[src/source/ex_pkg.sv]
`default_nettype none

package ex_pkg;

  ////////////////////////////////////////
  // Widths and latencies
  ////////////////////////////////////////

  localparam int DATA_WIDTH     = 32;
  localparam int REG_ADDR_WIDTH = 5;
  localparam int SHAMT_WIDTH    = $clog2(DATA_WIDTH);
  localparam int MUL_LATENCY    = 5;

  ////////////////////////////////////////
  // Operation codes
  ////////////////////////////////////////

  // Shifts take the low bits of b, SLT compares signed
  typedef enum logic [3:0] {
    OP_ADD = 4'd0,
    OP_SUB = 4'd1,
    OP_AND = 4'd2,
    OP_OR  = 4'd3,
    OP_XOR = 4'd4,
    OP_SLL = 4'd5,
    OP_SRL = 4'd6,
    OP_SLT = 4'd7,
    OP_MUL = 4'd8
  } alu_op_e;

  ////////////////////////////////////////
  // Payloads
  ////////////////////////////////////////

  // Instruction at the issue port
  typedef struct packed {
    alu_op_e                   op;
    logic [REG_ADDR_WIDTH-1:0] rd;
    logic [DATA_WIDTH-1:0]     a;
    logic [DATA_WIDTH-1:0]     b;
  } issue_t;

  // Unit result and writeback port
  typedef struct packed {
    logic                      valid;
    logic [REG_ADDR_WIDTH-1:0] rd;
    logic [DATA_WIDTH-1:0]     data;
  } result_t;

endpackage : ex_pkg

`default_nettype wire
[src/source/ex_unit.sv]
`timescale 1ns/1ns
`default_nettype none

module ex_unit (
  input  logic            clk_i,
  input  logic            rst_i,
  // Issue port
  input  logic            issue_valid_i,
  input  ex_pkg::issue_t  issue_i,
  output logic            issue_ready_o,
  // Register write port, no back-pressure
  output ex_pkg::result_t wb_o
);

  import ex_pkg::*;

  logic    alu_valid;
  logic    mul_valid;
  logic    wb_next;
  result_t alu_res;
  result_t mul_res;

  ////////////////////////////////////////
  // Dispatch
  ////////////////////////////////////////

  ex_dispatch u_dispatch (
    .clk_i         (clk_i),
    .rst_i         (rst_i),
    .issue_valid_i (issue_valid_i),
    .issue_i       (issue_i),
    .issue_ready_o (issue_ready_o),
    .wb_next_i     (wb_next),
    .alu_valid_o   (alu_valid),
    .mul_valid_o   (mul_valid)
  );

  ////////////////////////////////////////
  // Execution units
  ////////////////////////////////////////

  // Both units see the same payload, only the strobe differs
  ex_alu u_alu (
    .clk_i   (clk_i),
    .rst_i   (rst_i),
    .valid_i (alu_valid),
    .issue_i (issue_i),
    .res_o   (alu_res)
  );

  ex_stages u_mul (
    .clk_i              (clk_i),
    .rst_i              (rst_i),
    .valid_i            (mul_valid),
    .issue_i            (issue_i),
    .wb_is_next_cycle_o (wb_next),
    .res_o              (mul_res)
  );

  ////////////////////////////////////////
  // Writeback
  ////////////////////////////////////////

  ex_writeback u_writeback (
    .clk_i     (clk_i),
    .rst_i     (rst_i),
    .alu_res_i (alu_res),
    .mul_res_i (mul_res),
    .wb_o      (wb_o)
  );

endmodule : ex_unit

`default_nettype wire

[src/source/ex_writeback.sv]
`timescale 1ns/1ns
`default_nettype none

module ex_writeback (
  input  logic            clk_i,
  input  logic            rst_i,
  input  ex_pkg::result_t alu_res_i,
  input  ex_pkg::result_t mul_res_i,
  output ex_pkg::result_t wb_o
);

  import ex_pkg::*;

  result_t                   sel_res;
  logic                      sel_write;

  logic                      wb_valid_q;
  logic [REG_ADDR_WIDTH-1:0] wb_rd_q;
  logic [DATA_WIDTH-1:0]     wb_data_q;

  ////////////////////////////////////////
  // Merge
  ////////////////////////////////////////

  // Dispatch keeps the two inputs apart, so a plain priority is enough
  assign sel_res = mul_res_i.valid ? mul_res_i : alu_res_i;

  // Register zero is hardwired, a write to it is discarded here
  assign sel_write = sel_res.valid && (sel_res.rd != '0);

  ////////////////////////////////////////
  // Output register
  ////////////////////////////////////////

  always_ff @(posedge clk_i) begin
    if (!rst_i) begin
      wb_valid_q <= 1'b0;
    end else begin
      wb_valid_q <= sel_write;
    end
  end

  always_ff @(posedge clk_i) begin
    wb_rd_q   <= sel_res.rd;
    wb_data_q <= sel_res.data;
  end

  assign wb_o.valid = wb_valid_q;
  assign wb_o.rd    = wb_rd_q;
  assign wb_o.data  = wb_data_q;

endmodule : ex_writeback

`default_nettype wire

[src/source/ex_stages.sv]
`timescale 1ns/1ns
`default_nettype none

module ex_stages (
  input  logic            clk_i,
  input  logic            rst_i,
  input  logic            valid_i,
  input  ex_pkg::issue_t  issue_i,
  // High while stage four holds a multiply
  output logic            wb_is_next_cycle_o,
  output ex_pkg::result_t res_o
);

  import ex_pkg::*;

  localparam int LAST = MUL_LATENCY - 1;

  // Index 0 is the first stage, LAST is the output stage
  logic [MUL_LATENCY-1:0]    valid_q;
  logic [REG_ADDR_WIDTH-1:0] rd_q   [MUL_LATENCY];
  logic [DATA_WIDTH-1:0]     prod_q [MUL_LATENCY];

  ////////////////////////////////////////
  // Valid chain
  ////////////////////////////////////////

  always_ff @(posedge clk_i) begin
    if (!rst_i) begin
      valid_q <= '0;
    end else begin
      valid_q <= {valid_q[MUL_LATENCY-2:0], valid_i};
    end
  end

  ////////////////////////////////////////
  // Payload chain
  ////////////////////////////////////////

  // The product is formed in the first stage, the rest only carry it
  always_ff @(posedge clk_i) begin
    rd_q[0]   <= issue_i.rd;
    prod_q[0] <= issue_i.a * issue_i.b;
    for (int i = 1; i < MUL_LATENCY; i++) begin
      rd_q[i]   <= rd_q[i-1];
      prod_q[i] <= prod_q[i-1];
    end
  end

  ////////////////////////////////////////
  // Outputs
  ////////////////////////////////////////

  // One cycle of warning before the result appears
  assign wb_is_next_cycle_o = valid_q[LAST-1];

  assign res_o.valid = valid_q[LAST];
  assign res_o.rd    = rd_q[LAST];
  assign res_o.data  = prod_q[LAST];

endmodule : ex_stages

`default_nettype wire

[src/source/ex_alu.sv]
`timescale 1ns/1ns
`default_nettype none

module ex_alu (
  input  logic            clk_i,
  input  logic            rst_i,
  input  logic            valid_i,
  input  ex_pkg::issue_t  issue_i,
  output ex_pkg::result_t res_o
);

  import ex_pkg::*;

  logic [SHAMT_WIDTH-1:0]    shamt;
  logic                      slt_bit;
  logic [DATA_WIDTH-1:0]     alu_data;

  logic                      res_valid_q;
  logic [REG_ADDR_WIDTH-1:0] res_rd_q;
  logic [DATA_WIDTH-1:0]     res_data_q;

  ////////////////////////////////////////
  // Combinational datapath
  ////////////////////////////////////////

  assign shamt   = issue_i.b[SHAMT_WIDTH-1:0];
  assign slt_bit = ($signed(issue_i.a) < $signed(issue_i.b));

  always_comb begin
    unique case (issue_i.op)
      OP_ADD:  alu_data = issue_i.a + issue_i.b;
      OP_SUB:  alu_data = issue_i.a - issue_i.b;
      OP_AND:  alu_data = issue_i.a & issue_i.b;
      OP_OR:   alu_data = issue_i.a | issue_i.b;
      OP_XOR:  alu_data = issue_i.a ^ issue_i.b;
      OP_SLL:  alu_data = issue_i.a << shamt;
      OP_SRL:  alu_data = issue_i.a >> shamt;
      OP_SLT:  alu_data = {{(DATA_WIDTH-1){1'b0}}, slt_bit};
      // Multiplies never reach this unit
      default: alu_data = '0;
    endcase
  end

  ////////////////////////////////////////
  // Result register
  ////////////////////////////////////////

  always_ff @(posedge clk_i) begin
    if (!rst_i) begin
      res_valid_q <= 1'b0;
    end else begin
      res_valid_q <= valid_i;
    end
  end

  always_ff @(posedge clk_i) begin
    res_rd_q   <= issue_i.rd;
    res_data_q <= alu_data;
  end

  assign res_o.valid = res_valid_q;
  assign res_o.rd    = res_rd_q;
  assign res_o.data  = res_data_q;

endmodule : ex_alu

`default_nettype wire

[src/source/ex_dispatch.sv]
`timescale 1ns/1ns
`default_nettype none

module ex_dispatch (
  input  logic           clk_i,
  input  logic           rst_i,
  // Issue port
  input  logic           issue_valid_i,
  input  ex_pkg::issue_t issue_i,
  output logic           issue_ready_o,
  // Warning from the multiplier
  input  logic           wb_next_i,
  // Unit strobes
  output logic           alu_valid_o,
  output logic           mul_valid_o
);

  import ex_pkg::*;

  logic is_mul;
  logic alu_conflict;
  logic accept;

  ////////////////////////////////////////
  // Decode
  ////////////////////////////////////////

  // Everything that is not a multiply goes to the ALU
  assign is_mul = (issue_i.op == OP_MUL);

  // An ALU result issued now would land on the same writeback
  // cycle as the multiply that sits in stage four
  assign alu_conflict = !is_mul && wb_next_i;

  ////////////////////////////////////////
  // Handshake
  ////////////////////////////////////////

  // Ready depends only on the op and the warning, never on valid
  assign issue_ready_o = !alu_conflict;

  assign accept = issue_valid_i && issue_ready_o;

  // Exactly one unit sees each accepted instruction
  assign alu_valid_o = accept && !is_mul;
  assign mul_valid_o = accept && is_mul;

  // clk_i and rst_i give the bound checker its sampling clock and
  // disable condition, the routing itself holds no state

endmodule : ex_dispatch

`default_nettype wire

[config.mk]
export PLATFORM = sky130hd
export DESIGN_NAME = ex_unit
export DESIGN_NICKNAME = d
export VERILOG_FILES = /design/src/source/ex_pkg.sv /design/src/source/ex_unit.sv /design/src/source/ex_writeback.sv /design/src/source/ex_stages.sv /design/src/source/ex_alu.sv /design/src/source/ex_dispatch.sv
export SDC_FILE = /design/constraint.sdc
export NUM_CORES = 2
export LEC_CHECK = 0
export BUFFER_PORTS_ARGS = -buffer_cell sky130_fd_sc_hd__buf_2
export CAP_MARGIN = 20
export CORE_ASPECT_RATIO = 0.7
export CORE_MARGIN = 2
export CORE_UTILIZATION = 45
export DETAILED_ROUTE_END_ITERATION = 8
export PLACE_DENSITY_LB_ADDON = 0.12
export SYNTH_ARGS = -nofsm -noshare
export SYNTH_HDL_FRONTEND = slang
export SYNTH_SLANG_ARGS = --single-unit
[constraint.sdc]
create_clock -name clk_i -period 15.08 [get_ports clk_i]
set_input_delay 3.016 -clock clk_i [delete_from_list [all_inputs] [get_ports clk_i]]
set_output_delay 3.016 -clock clk_i [all_outputs]
set_load 0.02 [all_outputs]
==> results <==
- The flow ran to the end, but the final reports show violations.
- The checks that failed: DRC.
- The critical path launch point type is an input port.
- The register-to-register setup slack is 13.41 ns.
- The maximum level of the CTS H-tree is 1.
- For the final routed database, the setup TNS stands at 0 ns.
- The slew at the pin with the worst max-slew slack is 1.086 ns.
- After Yosys synthesis, full adders, half adders and majority gates account for 38.95% of the synthesized area.
- The post-synthesis simple-gate area fraction is 13.61%.
- The cell family contributing the most delay on the critical path is adder cells.
- The maximum achievable frequency is 91.02 MHz.
- The TritonCTS clock tree is yes.
- The number of clock buffers inserted by TritonCTS is 24.
- The number of enable-type register cells in the synthesized netlist is 0.
- The pin count of the biggest net entering global routing is 54.
- The maximum clock skew at final layout is 0.008334 ns.
- The initialized floorplan defines 76 standard-cell rows.
- The number of antenna violations at the first check in global routing is 7.
- In the routed layout, each cell is associated on average with a via count of 5.898.
- The largest total area in the synthesized netlist belongs to fa_1.
- For this run, the number of Yosys warnings is 0.
- The clock input transition at the sequential cells of the worst setup and hold paths is 0.07 ns.
- The non-filler instance count after layout is 4048.
- The most used flip-flop cell after synthesis is dfxtp_1.
- The starting DRC count in detailed routing is 2640.
- The placed instances occupy a cell area of 29530 um2.
- The commonest non-fill, non-tap cell in the layout is nor2_1.
- After synthesis, the largest family of logic cells by area is adder cells.
- Among the stages of the critical path, the cell type that occurs most often is fa_1.
- The clock reaches the later pin of the worst-skew pair after 0.58 ns.
- The die covers 64580 um2.
- The critical setup path kind is in -> reg.
- The classification of the worst-slack hold path is reg -> reg.
- The number of buffers and inverters on the critical path is 5.
- The clock passes through at most 3 buffers.
- The worst setup timing slack at the placement stage is 3.621 ns.
- Gates resized during post-CTS repair numbered 0.
- The die extent in x is 302.9 um.
- The number of distinct library cells after synthesis is 77.
- The number of slew-limit violations in the final report is 0.
- The final critical path time including I/O delays and setup is 10.99 ns.
- Averaged over all synthesized cells, the footprint is 8.846 um2.
- Once the floorplan was initialized, standard cells occupied 45.60% of the core.
- Buffers placed on the I/O ports in this run total 114.
- The clock sink count is 261.
- STA puts the critical path data arrival time at 11.44 ns.
- The first global-routing pass estimated 162.3 mm of wire.
- The critical path capture point type is a flip-flop.
- The number of cells in the design after placement is 4001.
- After technology mapping, the gate count stands at 3181.
- The tree is rooted in a clkbuf_16.
- The post-detailed-route DRC marker count is 10.
- Once routing completed, OpenROAD measured the worst setup slack at 4.093 ns.
- The net total in the final layout is 3915.
- The area share of the largest cell type after synthesis is 29.17%.
- The largest individual stage delay along the critical path comes from the cell clkinv_1.
- The data required time of the worst path is 15.54 ns.
- The core region area is 61710 um2.
- Synthesis produced a netlist with a net count of 3887.
- The die span in y is 213.2 um.
- The post-synthesis xor/xnor area fraction is 3.486%.
- The final critical path takes up 72.86% of the cycle.
- The fill cell total of the finished layout is 5960.
- The final count of hold timing violations is 0.
- The mapped cell area is 28140 um2.
- The cts-stage hold buffer count is 0.
- The area added between synthesis and finish is 7.835%.
- During I/O placement, the number of pins put on the boundary was 115.
- The total overflow left after global routing is 0.
- The number of register bits inferred by synthesis is 261.
- Setup repair after global routing left no endpoint under its margin.
- Across all layers, the routed design uses 23880 vias.
- The library cells used most frequently in the layout, excluding fill and tap cells, are 486 x nor2_1, 463 x inv_1, 410 x fa_1, 295 x nand2_1, 260 x dfxtp_1.
- The number of antenna-violating nets in the routed design is 0.
- The max-capacitance violation count is 0.
- Across every metal layer, demand over resource in global routing totals 34.83%.
- The compound-gate portion of the synthesized area is 11.37%.
- The average detailed-routed wire length per instance is 27.27 um.
- The via count of the first global-routing pass was 23850.
- Setup violations remaining at the end of the flow were counted as 0.
- On the worst path, the slowest cell contributes a delay of 0.97 ns.
- The proportion of synthesized chip area in sequential cells is 18.57%.
- The maximum net fanout on the critical path is 19.
- The sum of net half-perimeters after detailed placement is 85.40 mm.
- After synthesis, the share of cell area in mux cells is 5.247%.
- The total wire length is 110.4 mm.
- The global placement routability congestion is 1.019.
- The first-pass detailed-route iteration total is 9.
- Yosys attributes the largest share of cell area to fa_1 29%, dfxtp_1 19%, ha_1 9.8%.
- After routing the design area is 30340 um2.
- The proportion of synthesized flip-flops having asynchronous set or reset is 0%.
- The tightest slew margin relative to the limit is 27.49%.
- The number of setup buffers added after CTS is 0.
- Of the cells placed in the final design, the portion with a size suffix greater than 1 is 9.637%.
cell type report:
type	count	area (um2)	share of cell area, %
Clock inverter	15	133.9	0.4412
Tap cell	819	1025	3.377
Clock buffer	29	659.4	2.173
Timing Repair Buffer	171	1013	3.340
Sequential cell	261	5226	17.22
Multi-Input combinational cell	2270	20480	67.48
Antenna cell	2	5.005	0.01649
Inverter	481	1805	5.950
logic make-up after synthesis:
group | Yosys count
adders and majority gates | 630
muxes | 104
and+or+nand+nor | 929
xor gates and xnor gates | 112
AOI/OAI and AO/OA | 495
buffers and inverters | 650
DFF | 261
final timing paths:
check | endpoint | start | depth (start not counted)
worst min-delay path | u_mul.prod_q[0][81]$_DFF_P_ | u_mul.prod_q[0][49]$_DFF_P_ | 0
worst max register to register | u_writeback.wb_valid_q$_SDFF_PN0_ | u_mul.valid_q[4]$_SDFF_PN0_ | 4
worst min register to register | u_mul.prod_q[0][81]$_DFF_P_ | u_mul.prod_q[0][49]$_DFF_P_ | 0
worst max-delay path | u_mul.prod_q[0][31]$_DFF_P_ | issue_i[35] | 25
routing by layer:
layer	vias to the layer above	GRT usage, %	wire length, um
met5	-	0	57
met4	8	11.19	4263
met3	240	9.636	12580
met2	1435	49.23	44960
met1	11970	51.18	48510
li1	10220	-	-
state kept, by name (all words and copies together) (netlist names):
name	cells
u_mul.prod_q	160
u_alu.res_data_q	32
u_writeback.wb_data_q	32
u_mul.rd_q	25
u_mul.valid_q	5
u_writeback.wb_rd_q	5
u_alu.res_valid_q	1
u_writeback.wb_valid_q	1
synth_stat cells (10+ instances only):
master / number
o21bai_1: 13
a211oi_1: 26
mux2i_1: 35
clkinv_1: 12
xor2_1: 23
mux2_2: 38
clkbuf_1: 113
a31oi_1: 13
nand2b_1: 19
mux4_2: 31
a22oi_1: 28
dfxtp_1: 261
nand2_1: 295
nand3_1: 16
a21oi_1: 128
fa_1: 410
o211ai_1: 16
nor2_1: 486
buf_1: 39
buf_2: 15
a21o_1: 26
xnor2_1: 89
nor3_1: 38
and2_1: 10
o22ai_1: 14
inv_1: 464
ha_1: 220
a221oi_1: 12
or3_1: 15
o221ai_1: 19
o21ai_0: 123
per-stage QoR:
stage	utilization, %	hold WS, ns
after detailed placement	47.84	0.3121
after global routing	49.16	0.3283
final	49.17	0.3244
after global placement	47.83	0.3101
after CTS	49.13	0.3235
after floorplan	-	0.3096
worst reg2reg max path: stages (launching register included):
cell and delay [ns]:
dfxtp_2 0.62, buf_12 0.26, mux2_2 0.38, nor3_1 0.20
a21oi_1 0.10
Power is left out: the tool's default activity adds up to more than one toggle a clock period on the data nets, which glitch-free logic cannot reach.
